==> config.mk <==
export PLATFORM = sky130hd
export DESIGN_NAME = line_age_tracker
export DESIGN_NICKNAME = d
export VERILOG_FILES = /design/src/verilog/line_trace_pkg.sv /design/src/verilog/line_age_tracker.sv
export SDC_FILE = /design/constraint.sdc
export NUM_CORES = 1
export LEC_CHECK = 0
export ABC_AREA = 0
export BUFFER_PORTS_ARGS = -buffer_cell sky130_fd_sc_hd__buf_2
export CAP_MARGIN = 40
export CORE_MARGIN = 8
export CORE_UTILIZATION = 52
export DETAILED_ROUTE_END_ITERATION = 10
export PLACE_DENSITY = 0.7
export SLEW_MARGIN = 20
export SYNTH_ARGS = -nofsm -noshare
export SYNTH_HDL_FRONTEND = slang
export SYNTH_SLANG_ARGS = --single-unit
==> constraint.sdc <==
create_clock -name clock_i -period 3.09 [get_ports clock_i]
set_input_delay 0.4635 -clock clock_i [delete_from_list [all_inputs] [get_ports clock_i]]
set_output_delay 0.4635 -clock clock_i [all_outputs]
set_load 0.005 [all_outputs]
==> src/verilog/line_trace_pkg.sv <==
package line_trace_pkg;

	// --------------------------------------------------
	// cache geometry
	// --------------------------------------------------

	// number of tracked lines, fixed so the structs keep a fixed width
	localparam int LINE_COUNT = 16;
	localparam int LINE_BITS  = $clog2(LINE_COUNT);

	// ages are 8 bits and saturate here
	localparam logic [7:0] AGE_MAX = 8'd255;

	// --------------------------------------------------
	// bundled signals
	// --------------------------------------------------

	// one cache access as seen from the controller
	typedef struct packed {
		logic                 valid;
		logic [LINE_BITS-1:0] line;
	} line_request_t;

	// host side configuration levels
	typedef struct packed {
		logic       enable;
		logic       clear;
		logic [7:0] threshold_0;
		logic [7:0] threshold_1;
		logic [7:0] threshold_2;
	} trace_cfg_t;

	// one expired bit per line for each threshold
	typedef struct packed {
		logic [LINE_COUNT-1:0] expired_0;
		logic [LINE_COUNT-1:0] expired_1;
		logic [LINE_COUNT-1:0] expired_2;
	} expiry_set_t;

	// what a single sample leaves in the buffer
	typedef struct packed {
		expiry_set_t expiry;
		logic [31:0] trace_count;
	} trace_entry_t;

	// scheduler FSM
	typedef enum logic [1:0] {
		SCHED_IDLE,
		SCHED_TRACK,
		SCHED_FULL
	} sched_state_e;

endpackage

==> src/verilog/line_age_tracker.sv <==
`timescale 1ns/1ps

module line_age_tracker (
	input  logic                          clock_i,
	input  logic                          resetn_i,
	input  line_trace_pkg::line_request_t request_i,
	input  logic                          active_i,
	input  line_trace_pkg::trace_cfg_t    cfg_i,
	output line_trace_pkg::expiry_set_t   expiry_o
);
	import line_trace_pkg::*;

	// --------------------------------------------------
	// per line ages
	// --------------------------------------------------

	// age 0 means just touched, AGE_MAX means long idle or never seen
	logic [7:0] age_q [LINE_COUNT];
	logic       accept;

	// requests only count while the scheduler is tracking
	assign accept = request_i.valid && active_i;

	always_ff @(posedge clock_i) begin
		if (!resetn_i) begin
			// everything starts out as old as possible
			for (int i = 0; i < LINE_COUNT; i++) begin
				age_q[i] <= AGE_MAX;
			end
		end else if (accept) begin
			for (int i = 0; i < LINE_COUNT; i++) begin
				if (request_i.line == LINE_BITS'(i)) begin
					// accessed line restarts its age
					age_q[i] <= 8'd0;
				end else if (age_q[i] != AGE_MAX) begin
					// all others grow older, saturating
					age_q[i] <= age_q[i] + 8'd1;
				end
			end
		end
	end

	// --------------------------------------------------
	// threshold compare
	// --------------------------------------------------

	// purely combinational from the registered ages
	always_comb begin
		expiry_o = '0;
		for (int i = 0; i < LINE_COUNT; i++) begin
			// strictly greater than, so a threshold of 0 flags any line not hit last
			expiry_o.expired_0[i] = age_q[i] > cfg_i.threshold_0;
			expiry_o.expired_1[i] = age_q[i] > cfg_i.threshold_1;
			expiry_o.expired_2[i] = age_q[i] > cfg_i.threshold_2;
		end
	end

	// --------------------------------------------------
	// checks
	// --------------------------------------------------

	for (genvar g = 0; g < LINE_COUNT; g++) begin : g_age_check
		// a saturated age stays put until its own line is accessed
		// so an age can never wrap past AGE_MAX
		a_age_saturates: assert property (
			@(posedge clock_i) disable iff (!resetn_i)
			(age_q[g] == AGE_MAX) && !(accept && (request_i.line == LINE_BITS'(g)))
			|=> (age_q[g] == AGE_MAX)
		);
	end

endmodule

* Yosys cells after proc, flatten, opt, wreduce, memory -nomap -nowiden *
Memories as Yosys holds them, arrays and structs flattened.
Cells that the tools add are included.

word-level totals
  flip-flop bits (word level) = 0
  RAM bits = 128
  memories = 1

memory list
  memory  words  bits a word  read ports  clocked after Yosys merged registers in  wr ports  RTL line                RTL
  age_q   16     8            16          0                                        16        line_age_tracker.sv:18  logic [7:0] age_q [LINE_COUNT];

operators by class
  $add $sub $neg = 16
  $lt $le $gt $ge = 48
  equal/unequal tests = 31
  mux-type cells = 177
  bitwise gates (word level) = 32
  reduce and logical (&&, ||, !) cells = 2

operators with widths
  operator             count
  $gt 8x8->1           48
  $mux 8               32
  $mux 1               145
  $add 8x1->8 const B  16
  $ne 8x8->1 const B   16
  $eq 4x4->1 const B   8
  $or 1x1->1           32
  $eq 4x3->1 const B   4
  $eq 4x2->1 const B   2
  $eq 4x1->1 const B   1
  $logic_not 4->1      1
  $logic_and 1x1->1    1

* Logic depth before layout (Yosys ltp) *
  word-level depth = 7
  gate-level depth with buffers = 6
  depth with buffers taken out = 6

* Least setup slack after synthesis *
No wires, ideal clock.

  kind = input to register
  from = in request_i[2] (netlist bit)
  to = mem age_q[11][0] (netlist: age_q[1][24]), enable pin
  data arrival time = 1.961 ns
  path slack = 0.725 ns
  stages = 3
  path buffers = 1
  cells stage by stage = buf_2 -> nand2b_1 -> o311ai_0

RTL lines
  element      RTL line                RTL
  from (decl)  line_age_tracker.sv:6   input line_trace_pkg::line_request_t request_i,
  to (decl)    line_age_tracker.sv:18

==> results.md <==
* DRC viols at 0
* Antenna-violating nets left at 0
* Setup bufs post-CTS at 0
* Hold path depth at 3
* Mean post-synth cell area at 9.50 um^2
* Hold endpoint: age_q[1][17]
* Clk pin slew, worst setup/hold paths at about 0.06 ns
* Core Rows at 62
* Post-synth EDFFs at 128
* Area added between synthesis and finish at 11.5%
* Mux contribution to synthesized area at 0.0311
* 1st-iter DRT viols at just under 1k
* GRT Residual Overflow at 0
* Yosys cell types at a little over 40
* Pwr/cell area at around 380 nW/um^2
* Ys Warns at 0
* Synth Area in Adders at 0.330
* Number of max-slew violations in the final report at 0
* Main combinational cell family by area after synthesis: adder cells
* Reg2reg end: age_q[1][28]
* Worst-Margin Slew at 0.855 ns
* R2R Path Start: age_q[1][25]
* Max Freq at 338 MHz
* Slowest stage delay, CP at about 0.55 ns
* CP delay by family, top: buffers and inverters
* Type of the worst min-delay path: in -> reg
* CTS sink cnt at 128
* WP data required at between 2 and 3 ns
* Number of global-route vias before repair at 13.2k
* Die H at 187 um
* Hold WS at about 0.54 ns
* Worst Skew at 0.00558 ns
* Highest Signal Layer: met4
* Peak VDD IR at 0.000306 V
* Final Hold Fails at 0
* Synth Flop Type: edfxtp_1
* Pin count of the biggest net entering global routing at 53
* Initial antenna violation count at 1
* Total Routing Usage GR at 0.254
* Via count at 13.4k
* HP Start: resetn_i
* DR pass1 iterations at 9
* CTS resizes at 0
* Leakage power at 7.34 nW
* Setup-failing EPs final at 0
* Initial Util at 0.528
* Setup TNS at 0 ns
* Die area at 34,900 um^2
* Nets@finish at about 2.2k
* CP Capture Type: output pin
* Core footprint at 28,700 um^2
* Hpwl dp at about 32 mm
* Final period util at 0.958
* Arr. time, crit path at 2.50 ns
* Largest regs: age_q: 128 flops
* Final WL at around 45 mm
* First-pass GRT wire length at 70.6 mm
* Critical path launch point type: primary input
* Synthesized instance count at 1,595
* Share of layout cells above drive strength 1 at 0.0941
* Synth Area in Simple Gates at 0.151
* I/O pin count at 82
* CP most frequent cell: buf_2
* Buf/Inv on CP at 3
* Metal-1 WL at 18.9 mm
* Sequential cell area fraction in the yosys report at 0.254
* Top reg by flops: age_q
* Slowest cell on the critical path: inv_1
* RSZ-0062 raised after global routing: false
* Die X at 187 um
* Wire length on met2 at between 20 and 25 mm
* Max cap viols at 0
* Reg2Reg Depth at 6
* Post-Syn Area at 15,200 um^2
* Largest register FFs at 128
* CTS tree: yes
* Root Driver: clkbuf_16
* Crit path launch: cfg_i[14]
* Post-synth ARST share at 0
* # H-tree levels at 4
* Syn nets at 2,029
* CTS max path bufs at 2
* Critical Setup Path Class: in -> out
* Count of input and output buffers at 79
* CTS Hold Bufs at 0
* Final GP Congestion at ~0.87
* Compound-cell area share of the yosys netlist at 0.160
* Worst-path fanout max at 11
* Seq cells post-synth at about 130
* Vias per cell at roughly 6.3
* Total Power at 0.00640 W
* Status: finished, final reports clean
* Worst-path cell chain: buf_2, inv_1, ha_1, nand2_1, o21ai_0, mux2i_1, a21oi_1, buf_2
* Fraction of synthesized cell area in xor and xnor cells at 0.0555
* Post-route cell area at 16,900 um^2
* Area post-placement at 16,300 um^2
* R2R setup slack at ~0.84 ns
* CTS Buf Count at 17
* Met3 Routed Length at 2.65 mm
* Wirelength per Cell at between 20 and 25 um
* Relative slew margins at 0.427
* Later-pin clock latency in the skew report at roughly 0.43 ns
* Minimum clock period at roughly 3 ns
## report_power, final
part / switching, W / internal, W
logic: 0.00111 / 0.000836
registers: 0.000194 / 0.00204
clock network: 0.000805 / 0.00141
## Yosys cell counts, types with 4 or more instances
master	count	area [um^2]
inv_1	53	199
nor3_1	7	35.0
a21oi_1	144	721
o21ai_1	7	35.0
o21a_1	54	405
and3_1	21	131
o21ai_0	217	1090
xnor2_1	32	280
nand3_1	45	225
nor2_1	57	214
buf_4	4	30.0
mux2i_1	47	470
and4_1	11	96.3
nor2b_1	47	294
edfxtp_1	128	3840
nand2b_1	11	68.8
ha_1	400	5000
and2_1	6	37.5
nand4_1	113	707
clkbuf_1	7	26.3
nand2_1	81	304
xor2_1	64	561
nand3b_2	5	56.3
## per-layer routing
metal / vias to the layer above / global-route usage
met1: 6340 / 0.307
met4: 0 / 0.119
li1: 6417 / -
met3: 133 / 0.0345
met5: - / 0
met2: 471 / 0.441
## cells by family (layout without fill, tap and decap cells)
| family | after synthesis | in the layout |
|---|---|---|
| buffers and inverters | 67 | 204 |
| AO/OA/AOI/OAI | 440 | 440 |
| multiplexers | 47 | 47 |
| AND/OR/NAND/NOR | 417 | 417 |
| adder cells (fa/ha/maj) | 400 | 400 |
| flip-flops | 128 | 128 |
| other | 0 | 1 |
| XOR/XNOR | 96 | 96 |
## worst register-to-register path: stages (launching register included)
cell and delay, ns:
edfxtp_1 0.50, ha_1 0.23, and3_1 0.18, nand3_1 0.14
o221ai_2 0.40, o311ai_1 0.31, buf_4 0.26
## worst max path at each step
stage,cells past startpoint,to,slack [ns]
final,8,expiry_o[30],0.13
after global placement,9,expiry_o[19],0.33
after detailed placement,9,expiry_o[20],0.31
after CTS,8,expiry_o[30],0.26
after global routing,9,expiry_o[20],0.17
after floorplan,3,age_q[1][24],0.73
## layout by cell type (no fill, tap or decap), drive strengths merged, types with 32 or more instances in the layout
| cell | count |
|---|---|
| mux2i | 47 |
| nor2 | 58 |
| xor2 | 64 |
| buf | 120 |
| o21ai | 224 |
| xnor2 | 32 |
| nand2 | 82 |
| nor2b | 47 |
| edfxtp | 128 |
| nand3 | 45 |
| nand4 | 113 |
| o21a | 54 |
| ha | 400 |
| inv | 53 |
| a21oi | 146 |
## layout make-up
class | instances | area (um^2)
Fill cell | 2505 | 11800
Multi-Input combinational cell | 1400 | 11000
Sequential cell | 128 | 3840
Timing Repair Buffer | 120 | 713
Tap cell | 384 | 480
Clock buffer | 17 | 425
Inverter | 53 | 199
Clock inverter | 14 | 196
Antenna cell | 1 | 2.50
## metrics by stage
step | util | setup slack, ns | instances
2_1_floorplan | - | 0.725 | 1595
3_3_place_gp | 0.567 | 0.333 | 2084
3_5_place_dp | 0.567 | 0.310 | 2084
4_1_cts | 0.588 | 0.255 | 2115
5_1_grt | 0.589 | 0.174 | 2117
6_report | 0.589 | 0.130 | 2117
Note: power is estimated with default switching activity, not from simulation.
