--- config.mk ---
export PLATFORM = sky130hd
export DESIGN_NAME = sample_scheduler
export DESIGN_NICKNAME = d
export VERILOG_FILES = /design/src/verilog/line_trace_pkg.sv /design/src/verilog/sample_scheduler.sv
export SDC_FILE = /design/constraint.sdc
export NUM_CORES = 1
export LEC_CHECK = 0
export BUFFER_PORTS_ARGS = -buffer_cell sky130_fd_sc_hd__buf_4
export CAP_MARGIN = 20
export CORE_MARGIN = 8
export CORE_UTILIZATION = 50
export CTS_CLUSTER_SIZE = 12
export DETAILED_ROUTE_END_ITERATION = 8
export PLACE_DENSITY = 0.87
export RECOVER_POWER = 100
export SETUP_SLACK_MARGIN = 0.4
export SYNTH_ARGS = -nofsm -noshare
export SYNTH_HDL_FRONTEND = slang
export SYNTH_SLANG_ARGS = --single-unit
--- constraint.sdc ---
create_clock -name clock_i -period 5.45 [get_ports clock_i]
set_input_delay 0.545 -clock clock_i [delete_from_list [all_inputs] [get_ports clock_i]]
set_output_delay 0.545 -clock clock_i [all_outputs]
set_load 0.01 [all_outputs]
--- src/verilog/line_trace_pkg.sv ---
package line_trace_pkg;

	// --------------------------------------------------
	// cache geometry
	// --------------------------------------------------

	// number of tracked lines, fixed so the structs keep a fixed width
	localparam int LINE_COUNT = 16;
	localparam int LINE_BITS  = $clog2(LINE_COUNT);

	// ages are 8 bits and saturate here
	localparam logic [7:0] AGE_MAX = 8'd255;

	// --------------------------------------------------
	// bundled signals
	// --------------------------------------------------

	// one cache access as seen from the controller
	typedef struct packed {
		logic                 valid;
		logic [LINE_BITS-1:0] line;
	} line_request_t;

	// host side configuration levels
	typedef struct packed {
		logic       enable;
		logic       clear;
		logic [7:0] threshold_0;
		logic [7:0] threshold_1;
		logic [7:0] threshold_2;
	} trace_cfg_t;

	// one expired bit per line for each threshold
	typedef struct packed {
		logic [LINE_COUNT-1:0] expired_0;
		logic [LINE_COUNT-1:0] expired_1;
		logic [LINE_COUNT-1:0] expired_2;
	} expiry_set_t;

	// what a single sample leaves in the buffer
	typedef struct packed {
		expiry_set_t expiry;
		logic [31:0] trace_count;
	} trace_entry_t;

	// scheduler FSM
	typedef enum logic [1:0] {
		SCHED_IDLE,
		SCHED_TRACK,
		SCHED_FULL
	} sched_state_e;

endpackage

--- src/verilog/sample_scheduler.sv ---
`timescale 1ns/1ps

module sample_scheduler #(
	parameter int SAMPLE_PERIOD = 4,
	parameter int BUFFER_DEPTH  = 4096
) (
	input  logic                            clock_i,
	input  logic                            resetn_i,
	input  line_trace_pkg::line_request_t   request_i,
	input  line_trace_pkg::trace_cfg_t      cfg_i,
	output logic                            active_o,
	output logic                            stall_o,
	output logic [31:0]                     count_o,
	output logic                            sample_o,
	output logic [31:0]                     sample_count_o,
	output logic [$clog2(BUFFER_DEPTH)-1:0] write_addr_o,
	output logic                            host_access_o
);
	import line_trace_pkg::*;

	localparam int ADDR_BITS   = $clog2(BUFFER_DEPTH);
	localparam int PERIOD_BITS = $clog2(SAMPLE_PERIOD + 1);

	sched_state_e           state_q;
	sched_state_e           state_d;
	logic [PERIOD_BITS-1:0] period_q;
	logic [31:0]            request_count_q;
	logic [ADDR_BITS:0]     fill_q;
	logic [ADDR_BITS-1:0]   next_addr_q;
	logic                   sample_q;
	logic [31:0]            sample_count_q;
	logic [ADDR_BITS-1:0]   write_addr_q;
	logic                   accept;
	logic                   last_write;
	logic                   trigger;

	// --------------------------------------------------
	// request qualification
	// --------------------------------------------------

	assign stall_o  = (state_q == SCHED_FULL);
	assign active_o = cfg_i.enable && !stall_o;
	assign accept   = request_i.valid && active_o;

	// the write going out now fills the last entry
	assign last_write = sample_q && (write_addr_q == ADDR_BITS'(BUFFER_DEPTH - 1));

	// period expires on this request; no new sample behind the final one
	assign trigger = accept && (period_q == PERIOD_BITS'(1)) && !last_write;

	// --------------------------------------------------
	// FSM
	// --------------------------------------------------

	always_comb begin
		state_d = state_q;
		unique case (state_q)
			SCHED_IDLE: begin
				if (cfg_i.enable) begin
					state_d = SCHED_TRACK;
				end
			end
			SCHED_TRACK: begin
				// leave tracking only once a pending write is out
				if (last_write) begin
					state_d = SCHED_FULL;
				end else if (!cfg_i.enable && !sample_q) begin
					state_d = SCHED_IDLE;
				end
			end
			SCHED_FULL: begin
				// held until the host clears
				state_d = SCHED_FULL;
			end
			default: begin
				state_d = SCHED_IDLE;
			end
		endcase
		if (cfg_i.clear) begin
			state_d = cfg_i.enable ? SCHED_TRACK : SCHED_IDLE;
		end
	end

	// --------------------------------------------------
	// counters
	// --------------------------------------------------

	always_ff @(posedge clock_i) begin
		if (!resetn_i) begin
			state_q         <= SCHED_IDLE;
			period_q        <= PERIOD_BITS'(SAMPLE_PERIOD);
			request_count_q <= '0;
			fill_q          <= '0;
			next_addr_q     <= '0;
			sample_q        <= 1'b0;
		end else begin
			state_q  <= state_d;
			sample_q <= trigger && !cfg_i.clear;
			if (cfg_i.clear) begin
				// clear restarts the trace from scratch, ages excepted
				period_q        <= PERIOD_BITS'(SAMPLE_PERIOD);
				request_count_q <= '0;
				fill_q          <= '0;
				next_addr_q     <= '0;
			end else begin
				if (accept) begin
					request_count_q <= request_count_q + 32'd1;
					if (period_q == PERIOD_BITS'(1)) begin
						period_q <= PERIOD_BITS'(SAMPLE_PERIOD);
					end else begin
						period_q <= period_q - PERIOD_BITS'(1);
					end
				end
				// address is claimed when the sample is scheduled
				if (trigger) begin
					next_addr_q <= next_addr_q + ADDR_BITS'(1);
				end
				// fill level follows the actual write
				if (sample_q) begin
					fill_q <= fill_q + (ADDR_BITS + 1)'(1);
				end
			end
		end
	end

	// count before the sampled request, and where it goes
	always_ff @(posedge clock_i) begin
		if (trigger) begin
			sample_count_q <= request_count_q;
			write_addr_q   <= next_addr_q;
		end
	end

	assign sample_o       = sample_q;
	assign sample_count_o = sample_count_q;
	assign write_addr_o   = write_addr_q;
	assign count_o        = 32'(fill_q);

	// host owns the buffer whenever the FSM is not tracking
	// lags enable by a cycle so an in-flight write lands first
	assign host_access_o = (state_q != SCHED_TRACK);

	// --------------------------------------------------
	// checks
	// --------------------------------------------------

	a_no_sample_full: assert property (
		@(posedge clock_i) disable iff (!resetn_i)
		(state_q == SCHED_FULL) |-> !sample_o
	);

	a_fill_bound: assert property (
		@(posedge clock_i) disable iff (!resetn_i)
		count_o <= 32'(BUFFER_DEPTH)
	);

endmodule

=== Word-level counts from Yosys, hierarchy flattened ===
Cells that the tools add are included.

* Bits in registers: 107
* Input port bits: 33
* Output and inout bits: 80
* Word-level logic and storage cells: 42

* Add/sub/neg operators: 4
* Equality and inequality tests: 7
* Mux-type cells: 7
* Bitwise operators: 1
* Reduce and logical (&&, ||, !) cells: 15

{| class="wikitable"
|+ Operators with widths
! cell !! count
|-
| adder 32 x 1 -> 32 bit, second input constant || 1
|-
| adder 13 x 1 -> 13 bit, second input constant || 1
|-
| adder 12 x 1 -> 12 bit, second input constant || 1
|-
| == test 12 bit, second input constant || 1
|-
| two-way mux 2 bit || 4
|-
| logical AND 1 bit || 7
|-
| one-hot mux 2 bit (3 select lines) || 1
|-
| logical NOT 1 bit || 5
|-
| != test 4 bit, second input constant || 1
|-
| == test 3 x 1 -> 1 bit, second input constant || 1
|-
| two-way mux 3 bit || 1
|-
| != test 3 bit, second input constant || 1
|-
| subtractor 3 x 1 -> 3 bit, second input constant || 1
|-
| == test 2 x 1 -> 1 bit, second input constant || 1
|-
| == test 2 bit, second input constant || 1
|-
| logical NOT 2 bit || 1
|-
| != test 2 x 1 -> 1 bit, second input constant || 1
|-
| AND reduction 2 bit || 1
|-
| OR reduction 2 bit || 1
|-
| two-way mux 1 bit || 1
|-
| inverter 1 bit || 1
|}

=== Depth between registers and ports, before layout ===
Gate-level depths: netlist (run 1).

* Depth after elaboration: 7
* Gate-level depth with buffers: 8
* Mapped depth without buffers: 7

=== Worst setup path before layout (run 1) ===
OpenSTA, ideal clock, no wires.

* Path kind: input-to-reg
* Start: input port request_i[4] in the netlist's numbering
* End: register next_addr_q[1]
* Setup time: 128 ps
* Arrival: 3241 ps
* Data required time: 5322 ps
* Slack: 2081 ps
* Stages on the path: 5
* Buffers on the path: 0
* Path through: and2_1 > nand3_1 > nor2_1 > mux2i_1 > nor2_1

* Longest elaborated chain between the ends: 3

{| class="wikitable"
|+ Ends and longest elaborated chain
! what !! line !! text
|-
| start, declared || sample_scheduler.sv:9 || <nowiki>input line_trace_pkg::line_request_t request_i,</nowiki>
|-
| logical AND 1 bit || sample_scheduler.sv:43 || <nowiki>assign accept = request_i.valid && active_o;</nowiki>
|-
| logical AND 1 bit (2 in series) || sample_scheduler.sv:49 || <nowiki>assign trigger = accept && (period_q == PERIOD_BITS'(1)) && !last_write;</nowiki>
|-
| net trigger || sample_scheduler.sv:35 || <nowiki>logic trigger;</nowiki>
|-
| end signal, assigned || sample_scheduler.sv:116 || <nowiki>next_addr_q <= next_addr_q + ADDR_BITS'(1);</nowiki>
|-
| end, declared || sample_scheduler.sv:29 || <nowiki>logic [ADDR_BITS-1:0] next_addr_q;</nowiki>
|}

The timed path passes the listed nets, and every way through them passes these cells.
A chain may end at the register's enable or synchronous reset.

=== Final worst setup path (run 1) ===
* Start: register period_q[1]
* End: register sample_count_q[0] (netlist: sample_count_o[0]) (enable)

* Longest elaborated chain between the ends: 3

{| class="wikitable"
|+ Ends and longest elaborated chain
! what !! line !! text
|-
| start, declared || sample_scheduler.sv:26 || <nowiki>logic [PERIOD_BITS-1:0] period_q;</nowiki>
|-
| start signal, assigned || sample_scheduler.sv:91 || <nowiki>period_q <= PERIOD_BITS'(SAMPLE_PERIOD);</nowiki>
|-
| start signal, assigned || sample_scheduler.sv:101 || <nowiki>period_q <= PERIOD_BITS'(SAMPLE_PERIOD);</nowiki>
|-
| start signal, assigned || sample_scheduler.sv:109 || <nowiki>period_q <= PERIOD_BITS'(SAMPLE_PERIOD);</nowiki>
|-
| == test 3 x 1 -> 1 bit || sample_scheduler.sv:49 ||
|-
| logical AND 1 bit (2 in series) || sample_scheduler.sv:49 ||
|-
| net trigger || sample_scheduler.sv:35 ||
|-
| end signal, assigned || sample_scheduler.sv:129 || <nowiki>sample_count_q <= request_count_q;</nowiki>
|-
| end, declared || sample_scheduler.sv:31 || <nowiki>logic [31:0] sample_count_q;</nowiki>
|}

The timed path passes the listed nets, and every way through them passes these cells.

==> out/summary.txt, run 1 <==
share of cells above drive strength 1 - 6.53%
CTS tree - done
First DRT Iteration DRCs - 175
Synth Flop Type - dfxtp_1
drt pass-1 iters - 4
Die Span X - 110 µm
Congestion Overflow GR - 0
io pins - 113
Worst-Skew Late Latency - 0.37 ns
H-tree levels - 3
CTS Hold Bufs - 0
Routed wire per std cell - 15.6 µm
antenna-violating nets left - 0
P per Cell Area - 283 nW/µm²
Vias - 3133
Mapped Area - 4430 µm²
Placement Rows - 34
Root Driver - clkbuf_8
setup TNS - 0 ns
Slew HR - -74.2%
worst hold path class - primary input to register
area leader, netlist - edfxtp_1
Initial Util - 51.1%
top cells by area, synth - edfxtp_1 (30%), dfxtp_1 (28%), xnor2_1 (6.5%)
Synth Instances - 405
TritonCTS buffer count - 9
Unique masters post-synth - 42
period utilisation layout - 61.2%
Least-Margin Pin Slew - 2.61 ns
post-synthesis sequential area ratio - 58.3%
Final Worst Setup Slack - 2.11 ns
Async SR Flop Fraction - 0%
largest net degree at the start of global routing - 62
Critical Path Start - period_q[1]$_SDFFE_PP0N_
Worst-path clk slew - 0.10 ns
area post-placement - 4950 µm²
element type at the critical path start - register
critical path peak fanout - 24
Final #Nets - 508
PostCTS Resize Cnt - 0
area grow syn2layout - 11.1%
worst path arrival time - 3.37 ns
peak supply drop - 0.138 mV
vias in the first global route - 3095
first-pass GRT wire length - 14.8 mm
gr usage total - 15.4%
initial antenna violation count - 0
clk buf depth - 2
maxcap violations - 2
Synth Area per Inst - 10.9 µm²
DR DRC count - 0
FF+latch count, synth - 107
failing checks - capacitance limit, slew limit
most common cell after layout, fill and taps aside - clkbuf_1
Die Y - 110 µm
GRT met1 Usage - 18.4%
GRT met2 Usage - 26.1%
Max Freq - 300 MHz
n_diodes - 0
Post-synth EDFFs - 44
Final min period - 3.34 ns
leakage power - 0.00152 µW
CP endpoint kind - register
Final Wtd Congestion - 0.813
warnings from Yosys - 0
HPWL after detailed placement - 6.39 mm
post-route cell area - 4920 µm²
routed wire length - 9.09 mm
clock sinks - 107
core area - 8680 µm²
most frequent cells in the layout - clkbuf_1 (64), dfxtp_1 (63), nor2_1 (58), edfxtp_1 (44), xnor2_1 (33)
Final Hold Viols - 0
Slew Limit Fails - 87
full die area - 12100 µm²
area share of the largest cell type after synthesis - 29.8%
Post-CTS Setup Inserts - 0
Port Buffers - 65
Most Crowded Layer GR - met2
class of the most critical setup path - register to register
Setup Skew - 0.0111 ns
Worst Hold Launch - resetn_i
status - finished with violations
RSZ-0062 raised after global routing - no
routed vias/inst - 5.37
Req. time, crit path - 5.49 ns
GR Util met3 - 3.84%
pre-CTS worst setup slack - 2.92 ns
final setup fails - 0
Reg-to-Reg Start - period_q[1]$_SDFFE_PP0N_
==> cell usage after synthesis (all sizes together) (2+ instances only) <==
library cell and count:
nor2 58, a211oi 2, xor2 11, a31oi 2, edfxtp 44, nor2b 3, clkbuf 9, and3 3
nor4b 3, and2 4, o21ai 9, nand4 15, nand2 28, nand3 14, nor3 7, or3 9
a21oi 12, inv 8, mux2i 3, dfxtp 63, xnor2 33, nor4 17, buf 23, and4 8
nor3b 2, ha 5
==> path summary, 6_finish.rpt <==
path | to | slack, ns | depth (start not counted)
worst max-delay path | sample_count_o[0]$_DFFE_PP_ | 2.11 | 6
worst min-delay path | state_q[0]$_SDFFE_PN0P_ | 0.43 | 2
worst max register to register | sample_count_o[0]$_DFFE_PP_ | 2.11 | 6
worst min register to register | write_addr_o[11]$_DFFE_PP_ | 0.46 | 0
==> power breakdown <==
| part | switching [µW] | total (µW) | internal [µW] | leakage, µW |
|---|---|---|---|---|
| logic | 21.7 | 28.7 | 6.99 | 0.000565 |
| clock network | 270 | 535 | 265 | 0.000113 |
| registers | 1.67 | 830 | 828 | 0.000837 |
| total | 294 | 1390 | 1100 | 0.00152 |
==> cell families after synthesis <==
kind of cell	count (synthesis)	synth area share, %
and+or+nand+nor	177	21.9
adders and majority gates	5	1.41
other	1	0.0846
xor gates and xnor gates	44	8.70
DFF	107	58.3
AOI/OAI and AO/OA	28	3.59
muxes	3	0.678
buffers and inverters	40	5.39
==> through the flow <==
stage | hold slack [ns] | cells | total power (µW) | utilization, %
4_1_cts | 0.416 | 583 | 1410 | 59.5
5_1_grt | 0.432 | 583 | 1440 | 56.7
3_3_place_gp | 0.438 | 567 | 877 | 57.0
2_1_floorplan | 0.406 | 423 | 879 | -
3_5_place_dp | 0.439 | 567 | 878 | 57.0
6_report | 0.429 | 583 | 1390 | 56.7
==> area by class of cell <==
type | instances | area, µm²
clock inverter | 6 | 93.8
clock buffer | 10 | 128
fill | 770 | 3750
timing repair buffer | 68 | 274
tap | 108 | 135
multi-input combinational | 276 | 1680
sequential | 107 | 2580
inverter | 8 | 30.0
==> state kept, by name (all words and copies together), names as in the netlist <==
name             flops
fill_q              13
next_addr_q         12
period_q             3
request_count_q     32
sample_count_o      32
sample_o             1
state_q              2
write_addr_o        12
==> critical path, cell delays in order, from the launching register on <==
cell and delay [ns]:
dfxtp_1 0.33, inv_1 0.08, ha_1 0.18, nor2b_1 0.19, nand3_1 0.24, nor2_1 1.46
buf_4 0.52
==> per-layer routing <==
metal  vias to the layer above  wire [µm]
li1                       1517          -
met1                      1518       3860
met2                        83       4540
met3                        15        501
met4                         0        190
met5                         -          0
No activity file was read; power rests on OpenSTA's default activity.
==> run 2, diff against run 1 <==
--- a/config.mk
+++ b/config.mk
@@ -8,7 +8,7 @@
 export BUFFER_PORTS_ARGS = -buffer_cell sky130_fd_sc_hd__buf_4
 export CAP_MARGIN = 20
 export CORE_MARGIN = 8
-export CORE_UTILIZATION = 50
+export CORE_UTILIZATION = 48
 export CTS_CLUSTER_SIZE = 12
 export DETAILED_ROUTE_END_ITERATION = 8
 export PLACE_DENSITY = 0.87
==> constraint.sdc (replaced) <==
create_clock -name clock_i -period 2.8 [get_ports clock_i]
set_input_delay 0.28 -clock clock_i [delete_from_list [all_inputs] [get_ports clock_i]]
set_output_delay 0.28 -clock clock_i [all_outputs]
set_load 0.01 [all_outputs]
==> run 2 against run 1 <==
The run ends with capacitance limit left. Combinational power up 92%. Sequential cell count unchanged. Largest cell class unchanged. Clock-buffer cell count up 1. Total power up 90%. Die area up 3.6%. Clock power up 84%. Worst setup slack worse by 1.6 ns. Critical path type unchanged.
==> out/summary.txt, run 2 (same netlist as run 1, synthesis figures left out) <==
CP endpoint kind - register
P per Cell Area - 538 nW/µm² (+90%)
reg2reg end - write_addr_o[3]$_DFFE_PP_
Final #Nets - 511 (+0.59%)
Worst-Skew Late Latency - 0.38 ns (about the same)
clock sinks - 107 (unchanged)
GRT met2 Usage - 24.3% (-1.7 points)
final setup fails - 0 (unchanged)
initial antenna violation count - 0 (unchanged)
TritonCTS buffer count - 9 (unchanged)
maxcap violations - 1 (-1)
area post-placement - 4970 µm² (+0.53%)
first-pass GRT wire length - 14.9 mm (+0.79%)
Final min period - 2.33 ns (-1.01 ns)
drt pass-1 iters - 4 (unchanged)
First DRT Iteration DRCs - 140 (-20%)
Hold Slack - 0.147 ns (-0.282 ns)
gr usage total - 14.5% (-0.93 points)
Final Hold Viols - 0 (unchanged)
worst path arrival time - 2.41 ns (-0.96 ns)
Initial Util - 48.7% (-2.4 points)
Least-Margin Pin Slew - 1.49 ns (-1.12 ns)
PostCTS Resize Cnt - 0 (unchanged)
antenna-violating nets left - 0 (unchanged)
Hold Path End - state_q[0]$_SDFFE_PN0P_
share of cells above drive strength 1 - 6.69% (+0.17 points)
RSZ-0062 raised after global routing - no
clk buf depth - 2 (unchanged)
core area - 9110 µm² (+5.0%)
most frequent cells in the layout - clkbuf_1 (64), dfxtp_1 (63), nor2_1 (57), edfxtp_1 (44), xnor2_1 (33)
period utilisation layout - 83.1% (+22 points)
critical path peak fanout - 15 (-38%)
n_diodes - 0 (unchanged)
area grow syn2layout - 11.3%
CTS tree - done
Vias - 3099 (-1.1%)
Reg-to-Reg Start - sample_o$_SDFF_PN0_
Root Driver - clkbuf_8
vias in the first global route - 3151 (+1.8%)
Slew HR - 0.258% (+74 points)
Routed wire per std cell - 15.4 µm (-1.3%)
full die area - 12600 µm² (+3.6%)
Req. time, crit path - 2.89 ns (-2.60 ns)
routed vias/inst - 5.26 (-2.1%)
CTS Hold Bufs - 0 (unchanged)
Worst-path clk slew - 0.11 ns (about the same)
io pins - 113 (unchanged)
Port Buffers - 65 (unchanged)
element type at the critical path start - register
fillers - 837 (+8.7%)
Slew Limit Fails - 0 (-100%)
most common cell after layout, fill and taps aside - clkbuf_1
failing checks - capacitance limit
H-tree levels - 3 (unchanged)
Post-CTS Setup Inserts - 0 (unchanged)
class of the most critical setup path - register to register
DR DRC count - 0 (unchanged)
setup TNS - 0 ns (unchanged)
Reg2Reg Depth - 5 (-1)
HPWL after detailed placement - 6.54 mm (+2.4%)
Worst Hold Launch - resetn_i
post-route cell area - 4930 µm² (+0.23%)
peak supply drop - 0.262 mV (+90%)
GRT met1 Usage - 16.7% (-1.7 points)
Die Y - 112 µm (+1.8%)
Max Freq - 430 MHz (+43%)
worst hold path class - primary input to register
status - finished with violations
Die Span X - 112 µm (+1.8%)
Placement Rows - 35 (+2.9%)
Hold Path Stages - 2 (unchanged)
routed wire length - 9.06 mm (-0.33%)
leakage power - 0.00152 µW (+0.51%)
largest net degree at the start of global routing - 46 (-26%)
R2R Setup Slk - 0.47 ns (-1.64 ns)
Most Crowded Layer GR - met2
Setup Skew - 0.0204 ns (+0.00930 ns)
Congestion Overflow GR - 0 (unchanged)
GR Util met3 - 4.51% (+0.67 points)
Final Wtd Congestion - 0.794 (-2.3%)
run 2: stage by stage:
step / worst slack, ns / utilization, % / power [µW] / std cells
after floorplan: 0.708 / - / 1710 / 423
after global placement: 0.725 / 54.6 / 1710 / 573
after detailed placement: 0.650 / 54.6 / 1710 / 573
after CTS: 0.623 / 57.0 / 2670 / 589
after global routing: 0.275 / 54.2 / 2730 / 589
final: 0.474 / 54.2 / 2650 / 589
run 2: final cells by class:
class	count	area [µm²]	area share (%)
clock inverter	5	46.3	0.938
tap	111	139	2.81
multi-input combinational	276	1670	33.9
sequential	107	2580	52.3
inverter	8	30.0	0.609
timing repair buffer	71	290	5.88
clock buffer	11	174	3.52
run 2: worst max-delay path, cell delays in order, from the launching register on:
cell      delay (ns)
dfxtp_1         0.55
nand4_1         0.16
nor4_2          0.26
clkbuf_1        0.57
nor2_4          0.21
clkbuf_2        0.29
run 2: routing by layer:
layer  part of all wire (%)  vias to the layer above
li1                       -                     1527
met1                     43                     1471
met4                    1.8                        0
met5                      0                        -
met2                     49                       87
met3                    5.9                       14
run 2: worst max-delay path by stage:
| stage | endpoint | start | depth (start not counted) |
|---|---|---|---|
| 2_1_floorplan | next_addr_q[1]$_SDFFE_PP0P_ | period_q[1]$_SDFFE_PP0N_ | 7 |
| 3_3_place_gp | sample_count_o[18]$_DFFE_PP_ | period_q[1]$_SDFFE_PP0N_ | 6 |
| 3_5_place_dp | sample_count_o[16]$_DFFE_PP_ | period_q[1]$_SDFFE_PP0N_ | 6 |
| 4_1_cts | sample_count_o[27]$_DFFE_PP_ | period_q[1]$_SDFFE_PP0N_ | 6 |
| 5_1_grt | write_addr_o[6]$_DFFE_PP_ | sample_o$_SDFF_PN0_ | 5 |
| 6_report | write_addr_o[3]$_DFFE_PP_ | sample_o$_SDFF_PN0_ | 5 |
run 2: where the power goes:
group	internal (µW)	total, µW	switching [µW]
logic	13.4	55.1	41.7
registers	1610	1610	3.13
clock network	448	984	536
